<file path="src/common/ctrlPkg.sv">
package ctrlPkg;

    typedef logic [3:0] opcode_t;
    typedef logic [3:0] condCode_t;
    typedef logic [1:0] aluSrcSel_t;
    typedef logic [1:0] pcSrc_t;

    // processor status register as the datapath holds it
    typedef struct packed {
        logic [2:0] unused;
        logic       carry;    // C
        logic       low;      // L, unsigned compare
        logic       flag;     // F
        logic       zero;     // Z
        logic       negative; // N, signed compare
    } psrFlags_t;

    typedef struct packed {
        logic       memWrite;
        logic       pcEn;
        logic       writeBackSelect;   // memory data to register file
        logic       dataToWriteSelect; // link address to register file
        logic       newAluInput;
        logic       psrRegEn;
        logic       regWrite;
        logic       instrWrite;
        aluSrcSel_t aluSrc1Sel;
        aluSrcSel_t aluSrc2Sel;
        pcSrc_t     pcSrc;
    } ctrlSignals_t;

    typedef enum logic [3:0] {
        ALU_REG, ALU_IMM, CMP_REG, CMP_IMM, MOV_REG, MOV_IMM,
        LOAD, STOR, JAL, JCOND, BCOND, NOP
    } instrClass_t;

    typedef enum logic [3:0] {
        FETCH, DECODE, LOAD_OPERANDS, ALU_EXECUTE, WRITEBACK,
        MEM_ADDR, MEM_READ, MEM_WRITE, LOAD_WRITEBACK,
        JAL_READ, JAL_LINK, JAL_TARGET, TRANSFER, PC_INCR, PC_WAIT
    } ctrlState_t;

    // alu operand and pc source selects
    localparam aluSrcSel_t SRC1_PC   = 2'd0;
    localparam aluSrcSel_t SRC1_REG  = 2'd1;
    localparam aluSrcSel_t SRC1_ZERO = 2'd2;
    localparam aluSrcSel_t SRC2_REG  = 2'd0;
    localparam aluSrcSel_t SRC2_IMM  = 2'd1;
    localparam pcSrc_t     PC_SEQ    = 2'd0;
    localparam pcSrc_t     PC_ABS    = 2'd1;
    localparam pcSrc_t     PC_REL    = 2'd2;

    // primary opcodes
    localparam opcode_t OP_REG   = 4'd0;
    localparam opcode_t OP_ANDI  = 4'd1;
    localparam opcode_t OP_ORI   = 4'd2;
    localparam opcode_t OP_XORI  = 4'd3;
    localparam opcode_t OP_MEM   = 4'd4;
    localparam opcode_t OP_ADDI  = 4'd5;
    localparam opcode_t OP_SHIFT = 4'd8;
    localparam opcode_t OP_SUBI  = 4'd9;
    localparam opcode_t OP_CMPI  = 4'd11;
    localparam opcode_t OP_BCOND = 4'd12;
    localparam opcode_t OP_MOVI  = 4'd13;
    localparam opcode_t OP_LUI   = 4'd15;

    // extensions under OP_REG
    localparam opcode_t EXT_AND = 4'd1;
    localparam opcode_t EXT_OR  = 4'd2;
    localparam opcode_t EXT_XOR = 4'd3;
    localparam opcode_t EXT_ADD = 4'd5;
    localparam opcode_t EXT_SUB = 4'd9;
    localparam opcode_t EXT_CMP = 4'd11;
    localparam opcode_t EXT_MOV = 4'd13;

    localparam opcode_t EXT_LSH = 4'd4; // under OP_SHIFT, anything else is LSHI

    // extensions under OP_MEM
    localparam opcode_t EXT_LOAD  = 4'd0;
    localparam opcode_t EXT_STOR  = 4'd4;
    localparam opcode_t EXT_JAL   = 4'd8;
    localparam opcode_t EXT_JCOND = 4'd12;

    localparam condCode_t COND_EQ    = 4'd0;
    localparam condCode_t COND_NE    = 4'd1;
    localparam condCode_t COND_CS    = 4'd2;
    localparam condCode_t COND_CC    = 4'd3;
    localparam condCode_t COND_HI    = 4'd4;
    localparam condCode_t COND_LS    = 4'd5;
    localparam condCode_t COND_GT    = 4'd6;
    localparam condCode_t COND_LE    = 4'd7;
    localparam condCode_t COND_FS    = 4'd8;
    localparam condCode_t COND_FC    = 4'd9;
    localparam condCode_t COND_LO    = 4'd10;
    localparam condCode_t COND_HS    = 4'd11;
    localparam condCode_t COND_LT    = 4'd12;
    localparam condCode_t COND_GE    = 4'd13;
    localparam condCode_t COND_UC    = 4'd14;
    localparam condCode_t COND_NEVER = 4'd15;

endpackage

</file>
<file path="src/sequencer/ctrlSequencer.sv">
module ctrlSequencer #(
    parameter int PcWaitStates = 2
) (
    input  logic                  clk,
    input  logic                  reset,
    input  ctrlPkg::instrClass_t  instrClass,
    input  logic                  condTrue,
    output ctrlPkg::ctrlSignals_t ctrl
);
    import ctrlPkg::*;

    localparam int WaitWidth = (PcWaitStates > 1) ? $clog2(PcWaitStates) : 1;
    localparam logic [WaitWidth-1:0] LastWait = WaitWidth'(PcWaitStates - 1);
    // skip the idle cycles entirely when no memory latency is configured
    localparam ctrlState_t AfterPcUpdate = (PcWaitStates > 0) ? PC_WAIT : FETCH;

    ctrlState_t           state;
    ctrlState_t           nextState;
    logic [WaitWidth-1:0] waitCount;
    logic                 isCompare;
    logic                 isMove;
    logic                 isImmediate;

    assign isCompare   = (instrClass == CMP_REG) || (instrClass == CMP_IMM);
    assign isMove      = (instrClass == MOV_REG) || (instrClass == MOV_IMM);
    assign isImmediate = (instrClass == ALU_IMM) || (instrClass == CMP_IMM) ||
                         (instrClass == MOV_IMM);

    always_ff @(posedge clk)
    begin
        if (!reset)
            state <= FETCH;
        else
            state <= nextState;
    end

    always_ff @(posedge clk)
    begin
        if (!reset)
            waitCount <= '0;
        else if (state == PC_WAIT)
            waitCount <= waitCount + 1'b1;
        else
            waitCount <= '0;
    end

    always_comb
    begin
        nextState = FETCH;
        case (state)
            FETCH: nextState = DECODE;
            DECODE:
                case (instrClass)
                    ALU_REG, ALU_IMM, CMP_REG, CMP_IMM, MOV_REG, MOV_IMM:
                        nextState = LOAD_OPERANDS;
                    LOAD, STOR:    nextState = MEM_ADDR;
                    JAL:           nextState = JAL_READ;
                    JCOND, BCOND:  nextState = TRANSFER;
                    default:       nextState = PC_INCR;
                endcase
            LOAD_OPERANDS:  nextState = ALU_EXECUTE;
            ALU_EXECUTE:    nextState = isCompare ? PC_INCR : WRITEBACK; // flags only
            WRITEBACK:      nextState = PC_INCR;
            MEM_ADDR:       nextState = (instrClass == STOR) ? MEM_WRITE : MEM_READ;
            MEM_READ:       nextState = LOAD_WRITEBACK;
            MEM_WRITE:      nextState = PC_INCR;
            LOAD_WRITEBACK: nextState = PC_INCR;
            JAL_READ:       nextState = JAL_LINK;
            JAL_LINK:       nextState = JAL_TARGET;
            JAL_TARGET:     nextState = PC_INCR;
            TRANSFER:       nextState = AfterPcUpdate;
            PC_INCR:        nextState = AfterPcUpdate;
            PC_WAIT:        nextState = (waitCount == LastWait) ? FETCH : PC_WAIT;
            default:        nextState = FETCH;
        endcase
    end

    always_comb
    begin
        ctrl            = '0;
        ctrl.aluSrc1Sel = SRC1_PC;
        ctrl.aluSrc2Sel = SRC2_REG;
        ctrl.pcSrc      = PC_SEQ;
        case (state)
            FETCH: ctrl.instrWrite = 1'b1;
            LOAD_OPERANDS, MEM_ADDR, JAL_READ: ctrl.newAluInput = 1'b1;
            ALU_EXECUTE:
            begin
                ctrl.aluSrc1Sel = isMove ? SRC1_ZERO : SRC1_REG; // mov adds to zero
                ctrl.aluSrc2Sel = isImmediate ? SRC2_IMM : SRC2_REG;
                ctrl.psrRegEn   = isCompare;
            end
            WRITEBACK: ctrl.regWrite = 1'b1;
            MEM_WRITE: ctrl.memWrite = 1'b1;
            LOAD_WRITEBACK:
            begin
                ctrl.regWrite        = 1'b1;
                ctrl.writeBackSelect = 1'b1;
            end
            JAL_LINK:
            begin
                ctrl.regWrite          = 1'b1;
                ctrl.dataToWriteSelect = 1'b1;
            end
            JAL_TARGET:
            begin
                ctrl.pcEn  = 1'b1;
                ctrl.pcSrc = PC_ABS;
            end
            PC_INCR: ctrl.pcEn = 1'b1;
            TRANSFER:
            begin
                // not taken still writes pc, with the sequential source
                ctrl.pcEn = 1'b1;
                if (condTrue)
                    ctrl.pcSrc = (instrClass == JCOND) ? PC_ABS : PC_REL;
            end
            default: ctrl = ctrl;
        endcase
    end

    noRegAndMemWrite: assert property (@(posedge clk) disable iff (!reset)
        !(ctrl.regWrite && ctrl.memWrite));

    noPcWriteInFetch: assert property (@(posedge clk) disable iff (!reset)
        (state == FETCH) |-> !ctrl.pcEn);

endmodule

</file>
<file path="src/condEvaluator.sv">
module condEvaluator (
    input  ctrlPkg::condCode_t condCode,
    input  ctrlPkg::psrFlags_t psr,
    output logic               condTrue
);
    import ctrlPkg::*;

    always_comb
    begin
        case (condCode)
            COND_EQ: condTrue = psr.zero;
            COND_NE: condTrue = !psr.zero;
            COND_GE: condTrue = psr.zero || psr.negative;
            COND_CS: condTrue = psr.carry;
            COND_CC: condTrue = !psr.carry;
            COND_HI: condTrue = psr.low;
            COND_LS: condTrue = !psr.low;
            COND_LO: condTrue = !psr.low && !psr.zero;
            COND_HS: condTrue = psr.low || psr.zero;
            COND_GT: condTrue = psr.negative;
            COND_LE: condTrue = !psr.negative;
            COND_FS: condTrue = psr.flag;
            COND_FC: condTrue = !psr.flag;
            COND_LT: condTrue = !psr.negative && !psr.zero;
            COND_UC: condTrue = 1'b1;
            default: condTrue = 1'b0; // never
        endcase
    end

endmodule

</file>
<file path="src/instrController.sv">
module instrController #(
    parameter int PcWaitStates = 2
) (
    input  logic                  clk,
    input  logic                  reset,
    input  ctrlPkg::opcode_t      op,
    input  ctrlPkg::opcode_t      opExt,
    input  ctrlPkg::condCode_t    cond,
    input  ctrlPkg::psrFlags_t    psr,
    output ctrlPkg::ctrlSignals_t ctrl
);
    import ctrlPkg::*;

    instrClass_t instrClass;
    condCode_t   condCode;
    logic        condTrue;

    // fields are latched on the fetch strobe the sequencer raises
    instrDecoder decoder (
        .clk        (clk),
        .reset      (reset),
        .load       (ctrl.instrWrite),
        .op         (op),
        .opExt      (opExt),
        .cond       (cond),
        .instrClass (instrClass),
        .condCode   (condCode)
    );

    condEvaluator evaluator (
        .condCode (condCode),
        .psr      (psr), // live flags, used in the transfer cycle
        .condTrue (condTrue)
    );

    ctrlSequencer #(
        .PcWaitStates (PcWaitStates)
    ) sequencer (
        .clk        (clk),
        .reset      (reset),
        .instrClass (instrClass),
        .condTrue   (condTrue),
        .ctrl       (ctrl)
    );

endmodule

</file>
<file path="src/instrDecoder.sv">
module instrDecoder (
    input  logic                 clk,
    input  logic                 reset,
    input  logic                 load,
    input  ctrlPkg::opcode_t     op,
    input  ctrlPkg::opcode_t     opExt,
    input  ctrlPkg::condCode_t   cond,
    output ctrlPkg::instrClass_t instrClass,
    output ctrlPkg::condCode_t   condCode
);
    import ctrlPkg::*;

    opcode_t   opReg;
    opcode_t   opExtReg;
    condCode_t condReg;

    // fields are captured on the fetch strobe and held for the whole instruction
    always_ff @(posedge clk)
    begin
        if (!reset)
        begin
            opReg    <= '0; // op 0, ext 0 decodes as NOP
            opExtReg <= '0;
            condReg  <= '0;
        end
        else if (load)
        begin
            opReg    <= op;
            opExtReg <= opExt;
            condReg  <= cond;
        end
    end

    assign condCode = condReg;

    always_comb
    begin
        instrClass = NOP;
        case (opReg)
            OP_REG:
                case (opExtReg)
                    EXT_AND, EXT_OR, EXT_XOR, EXT_ADD, EXT_SUB: instrClass = ALU_REG;
                    EXT_CMP: instrClass = CMP_REG;
                    EXT_MOV: instrClass = MOV_REG;
                    default: instrClass = NOP;
                endcase
            OP_SHIFT: instrClass = (opExtReg == EXT_LSH) ? ALU_REG : ALU_IMM;
            OP_MEM:
                case (opExtReg)
                    EXT_LOAD:  instrClass = LOAD;
                    EXT_STOR:  instrClass = STOR;
                    EXT_JAL:   instrClass = JAL;
                    EXT_JCOND: instrClass = (condReg == COND_NEVER) ? NOP : JCOND;
                    default:   instrClass = NOP;
                endcase
            OP_ANDI, OP_ORI, OP_XORI, OP_ADDI, OP_SUBI, OP_LUI: instrClass = ALU_IMM;
            OP_CMPI: instrClass = CMP_IMM;
            OP_MOVI: instrClass = MOV_IMM;
            OP_BCOND: instrClass = (condReg == COND_NEVER) ? NOP : BCOND;
            default: instrClass = NOP; // undefined opcodes just step the pc
        endcase
    end

    classKnown: assert property (@(posedge clk) disable iff (!reset)
        !$isunknown(instrClass));

endmodule

</file>
<file path="config.mk">
export PLATFORM = sky130hd
export DESIGN_NAME = instrController
export DESIGN_NICKNAME = d
export VERILOG_FILES = /design/src/common/ctrlPkg.sv /design/src/sequencer/ctrlSequencer.sv /design/src/condEvaluator.sv /design/src/instrController.sv /design/src/instrDecoder.sv
export SDC_FILE = /design/constraint.sdc
export NUM_CORES = 1
export LEC_CHECK = 0
export ABC_AREA = 1
export ABC_CLOCK_PERIOD_IN_PS = 1950
export BUFFER_PORTS_ARGS = -buffer_cell sky130_fd_sc_hd__clkbuf_2
export CAP_MARGIN = 20
export CORE_ASPECT_RATIO = 1.2
export CORE_MARGIN = 1.5
export CORE_UTILIZATION = 50
export DETAILED_ROUTE_END_ITERATION = 8
export GPL_ROUTABILITY_DRIVEN = 0
export PLACE_DENSITY = 0.85
export SETUP_SLACK_MARGIN = 0.2
export SLEW_MARGIN = 40
export SYNTH_ARGS = -nofsm -noshare
export SYNTH_HDL_FRONTEND = slang
export SYNTH_HIERARCHICAL = 1
export SYNTH_SLANG_ARGS = --single-unit
</file>
<file path="constraint.sdc">
create_clock -name clk -period 1.95 [get_ports clk]
set_input_delay 0 -clock clk [delete_from_list [all_inputs] [get_ports clk]]
set_output_delay 0 -clock clk [all_outputs]
set_load 0.02 [all_outputs]
</file>
# [Yosys cells after proc, flatten, opt, wreduce, memory -nomap -nowiden]
# Memory sizes are Yosys's and may differ from the RTL's.
# Cells that the tools add are included.
[word_totals] regBits=17 romBits=64 in_bits=22 out_inout_bits=14 wordCells=114 n_memories=1
[mem_list] name="(name not given)" depth=16 width=4 rd=1 rd_clocked_by_memory_dff=0 wr=0 line_no="ctrlSequencer.sv:53" source="case (instrClass)"
[classes] addsub=1 eq_ne=57 mux=25 n_reduce_logical=25
[ops] cell="$eq A4 B4 Y1 const B" count=27
[ops] cell="$eq A4 B3 Y1 const B" count=15
[ops] cell="$pmux W4 S11" count=1
[ops] cell="$eq A4 B2 Y1 const B" count=10
[ops] cell="$pmux W4 S7" count=1
[ops] cell="$eq A4 B1 Y1 const B" count=5
[ops] cell="$logic_not A4 Y1" count=4
[ops] cell="$pmux W4 S4" count=1
[ops] cell="$pmux W1 S15" count=1
[ops] cell="$mux W1" count=12
[ops] cell="$mux W4" count=3
[ops] cell="$pmux W4 S3" count=1
[ops] cell="$reduce_or A3 Y1" count=3
[ops] cell="$mux W2" count=4
[ops] cell="$logic_or A1 B1 Y1" count=6
[ops] cell="$reduce_or A6 Y1" count=1
[ops] cell="$logic_not A1 Y1" count=5
[ops] cell="$reduce_or A5 Y1" count=1
[ops] cell="$pmux W2 S2" count=1
[ops] cell="$reduce_or A4 Y1" count=1
[ops] cell="$logic_and A1 B1 Y1" count=2
[ops] cell="$reduce_and A2 Y1" count=1
[ops] cell="$reduce_or A2 Y1" count=1
[ops] cell="$add A1 B1 Y1 const B" count=1

# [Depth between registers and ports, before layout]
[depth] depth_word=9 depth_mapped=15 ltp_nobuf=15

# [Hierarchy]
# The synthesis kept the hierarchy.
[by_module_without_submodules] module="instrDecoder" instances=1 cells_each=105 area_each_um2=656.9 seq_area_each_um2=240.2
[by_module_without_submodules] module="ctrlSequencer" instances=1 cells_each=112 area_each_um2=584.3 seq_area_each_um2=100.1
[by_module_without_submodules] module="condEvaluator" instances=1 cells_each=51 area_each_um2=207.7 seq_area_each_um2=0.0

# [Worst setup path after synthesis]
# No wires, ideal clock.
[synth_timing] kind="register to output" start="reg decoder.condReg[2] (netlist: decoder/condCode[2])" end="out ctrl[4] in the netlist's numbering" arrival_ns=1.630 required_time_ns=1.950 setup_slack_ns=0.320 stages_incl_launch_ff=12 path_buffers=0 path_cell_list="dfxtp_1 > nand2_1 > nor2_1 > nand2_1 > nand2_1 > nand2_1 > nand3_1 > inv_1 > ha_1 > o21ai_0 > inv_1 > nor2_1"
[synth_lines] item="start: declaration" line_no="instrDecoder.sv:15" source="condCode_t condReg;"
[synth_lines] item="start signal: assignment" line_no="instrDecoder.sv:30" source="condReg <= cond;"
[synth_lines] item="end: declaration" line_no="instrController.sv:10" source="output ctrlPkg::ctrlSignals_t ctrl"

# [Worst setup path after layout]
[layout_timing] start="reg decoder.opExtReg[3]" end="reg sequencer.state[0]"
[layout_between] elab_chain_len=8 word_cells_on_any_way=24 cone_classes="eq/ne (13); mux (7); reduce/logical (3); memory (1)"
[layout_rtl] item="start: declaration" line_no="instrDecoder.sv:14" source="opcode_t opExtReg;"
[layout_rtl] item="start signal: assignment" line_no="instrDecoder.sv:29" source="opExtReg <= opExt;"
[layout_rtl] item="$eq A4 B1 Y1 (tied with other cells)" line_no="instrDecoder.sv:41" source="case (opExtReg)"
[layout_rtl] item="$reduce_or A5 Y1" line_no="instrDecoder.sv:41"
[layout_rtl] item="$pmux W4 S3" line_no="instrDecoder.sv:41"
[layout_rtl] item="$pmux W4 S7 (*)" line_no="instrDecoder.sv:39" source="case (opReg)"
[layout_rtl] item="net instrClass[0]" line_no="instrController.sv:14" source="instrClass_t instrClass;"
[layout_rtl] item="branches (longest 3 deep; another with $mem_v2 Z16 W4)"
[layout_rtl] item="$pmux W4 S11 (*)" line_no="ctrlSequencer.sv:50" source="case (state)"
[layout_rtl] item="end signal: assignment" line_no="ctrlSequencer.sv:34" source="state <= nextState;"
[layout_rtl] item="end: declaration" line_no="ctrlSequencer.sv:17" source="ctrlState_t state;"
# Mark *: on every way through the listed nets, which the timed path passes.
# A chain may end at the register's enable or synchronous reset.

==> results.md <==
* Std cell rows at 21
* Bufs on Longest Clock Path at 2
* Fin. max-slew vios at 0
* Finished Layout Cells at 362
* Most common cell on crit path: nand2_1
* Filler cell count at 202
* Final #Nets at 355
* CP peak stage delay at 0.36 ns
* Worst-path cell chain: inv_4 > nand2_1 > nand2_1 > nand2_2 > a21oi_2 > nand2_2 > buf_6 > ha_4 > nor2_4 > nor2_1 > nand2_1 > buf_4 > nand2_1 > nor2_2 > a21oi_1
* Hold Crit Depth at 3
* FF-to-FF End: sequencer/state[0]
* Pwr/cell area at 1803 nW/um^2
* Initial antenna violation count at 0
* Worst skew pair latency at 0.30 ns
* Final setup fails at 0
* Seq/Total Area, Yosys at 23.49%
* Vias/cell at 5.127
* FMAX at 0.5158 GHz
* Area of the multi-input gates at 1087 sq um
* Finished Core Util at 76.19%
* Required time worst endpoint at 2.15 ns
* Worst EP arrival at 2.14 ns
* CP max-delay cell: dfxtp_2
* Register area at 372.9 sq um
* Drt wl/cell at 11.59 um
* Hold Crit Start: reset
* Final hold vios at 0
* Final Cycle Share at 99.42%
* Critical path type: flip-flop to flip-flop
* Distinct cells, synth at 24
* Post-DP HPWL at 2450 um
* Final period demand of the worst path at 1.939 ns
* IO Port Bufs at 31
* Worst-path clk slew at 0.10 ns
* Post-Syn Area per Cell at 5.406 sq um
* FF-to-FF path depth at 15
* Ratio of cells with drive above 1 in the final layout at 35.37%
* First-pass GRT wire length at 6120 um
* Synth Cell Area at 1449 sq um
* Synth-to-layout area growth at 46.46%
* Syn Nets at 294
* Die Ht at 61.97 um
* Synthesized flop and latch total at 17
* Max_cap viols at 0
* GRT Total Usage at 24.89%
* Worst vdd ir at 1.043 mV
* # IOs at 36
* Initial core utilization at 52.02%
* Vias in the first global route at 1509
* CTS tree: built
* Hold Crit Endpoint: sequencer/state[2]
* GR Overflow Total at 0
* Final ANT Viol Nets at 0
* Status: finished clean
* Num CTS Buffers at 3
* Die span in x at 52.14 um
* CTS H-Tree Depth at 1
* Leak pwr at 1.095 nW
* Worst Skew at 0.002876 ns
* Die area at 3231 sq um
* Largest net degree at the start of global routing at 21
* Drt drc at 0
* R2r startpoint: decoder/opExtReg[3]
* Dpl cells at 329
* YS warnings at 6
* Clock sink count at 17
* Reg-to-reg slack, setup at 0.01 ns
* Hold Path Class: primary input to flip-flop
* N_diodes at 0
* CP Launch Type: flip-flop
* Hold Slack at 0.06429 ns
* Final WL at 4195 um
* First-pass DRT Iterations at 4
* Unrepaired setup endpoints after global routing: yes
* CP endpoint kind: flip-flop
* Number of DRC markers in iteration 0 at 72
* Max FO, Critical Path at 6
* Clock root buffer: clkbuf_4
* Core area at 2785 sq um
* Vias at 1856
* Syn Inst Count at 268
[layout make-up]
type                       count  share of cell area (%)
clock buffer                   4                   1.238
timing repair buffer          61                   20.70
sequential                    17                   17.57
inverter                      39                   7.252
multi-input combinational    207                   51.24
tap                           34                   2.005
[power breakdown]
part | internal (mW) | total, mW | switching [mW]
sequential | 0.543 | 0.741 | 0.198
clock | 0.0799 | 0.202 | 0.122
combinational | 1.16 | 2.88 | 1.72
total | 1.78 | 3.83 | 2.04
[what timing repair did]
| item | CTS | global route |
|---|---|---|
| endpoints found under the setup margin | 8 | 10 |
| endpoints found under the hold margin | 12 | 0 |
| hold buffers | 12 | 0 |
| pin swaps | 14 | 16 |
| resized for setup | 47 | 37 |
| setup buffers | 8 | 9 |
[state kept, by name, summed over array words and instances, names as in the netlist]
signal	flops
decoder/condCode	4
decoder/opExtReg	4
decoder/opReg	4
sequencer/state	4
sequencer/waitCount	1
[cell families (layout without fill, tap and decap cells)]
group                      Yosys count  count (layout)  share of synthesized area [%]
and+or+nand+nor                    165             165                          47.58
buffers and inverters               44             104                          12.00
AOI/OAI and AO/OA                   37              37                          13.21
DFF                                 17              17                          23.49
adders and majority gates            4               4                          3.454
other                                1               1                         0.2588
[Yosys cell counts]
| library cell | instances | area, sq um |
|---|---|---|
| a21oi_1 | 14 | 70.07 |
| a31oi_1 | 1 | 6.260 |
| buf_2 | 4 | 20.02 |
| buf_4 | 1 | 7.510 |
| conb_1 | 1 | 3.750 |
| dfxtp_1 | 17 | 340.3 |
| ha_1 | 4 | 50.05 |
| inv_1 | 31 | 116.4 |
| inv_2 | 8 | 30.03 |
| nand2_1 | 76 | 285.3 |
| nand2_2 | 1 | 6.260 |
| nand2_4 | 1 | 11.26 |
| nand3_1 | 20 | 100.1 |
| nand3b_1 | 1 | 7.510 |
| nand4_1 | 1 | 6.260 |
| nor2_1 | 56 | 210.2 |
| nor2_2 | 3 | 18.77 |
| nor2_4 | 2 | 22.52 |
| nor3_1 | 3 | 15.01 |
| nor4_1 | 1 | 6.260 |
| o21ai_0 | 15 | 75.07 |
| o21ai_1 | 5 | 25.02 |
| o21ai_2 | 1 | 8.760 |
| o22ai_1 | 1 | 6.260 |
[how the worst max path moves through the flow]
stage                                    from  slack (ns)                  to
after floorplan           decoder/condCode[2]        0.32             ctrl[4]
after global placement    decoder/condCode[2]        0.14  sequencer/state[0]
after detailed placement  decoder/condCode[2]        0.09  sequencer/state[0]
after CTS                    decoder/opReg[0]        0.06             ctrl[4]
after global routing      decoder/opExtReg[1]       -0.11             ctrl[8]
final                     decoder/opExtReg[3]        0.01  sequencer/state[0]
[worst max-delay path: cells and delay by family (launching register included)]
family	cells	cell delay, ns
AOI/OAI and AO/OA	2	0.23
adders and majority gates	1	0.16
DFF	1	0.36
and+or+nand+nor	9	0.74
buffers and inverters	3	0.35
[placed cells by master (no fill, tap or decap), drive strengths merged]
| cell type | instances |
|---|---|
| o21ai | 21 |
| conb | 1 |
| nor4 | 1 |
| o22ai | 1 |
| nor3 | 3 |
| nand3b | 1 |
| inv | 39 |
| dfxtp | 17 |
| clkbuf | 31 |
| dlygate4sd3 | 12 |
| nand3 | 20 |
| ha | 4 |
| nand2 | 78 |
| a21oi | 14 |
| nor2 | 61 |
| buf | 22 |
| a31oi | 1 |
| nand4 | 1 |
[metrics by stage]
stage	area [sq um]	setup slack (ns)	power (mW)	TNS [ns]
finish	2122	0.01139	3.826	0
global route	2122	-0.1058	4.177	-0.4193
CTS	1948	0.06394	3.213	0
detailed placement	1627	0.08811	2.614	0
global placement	1627	0.1364	2.575	0
floorplan	1449	0.3204	2.234	0
[layer usage]
metal  wire, um  global-route usage [%]  vias up
met2       2172                   47.20       85
met3        255                   2.871       11
li1           -                       -      969
met5          0                       0        -
met1       1654                   29.84      791
met4        112                   6.593        0
Power figures use the tool's default switching activity.
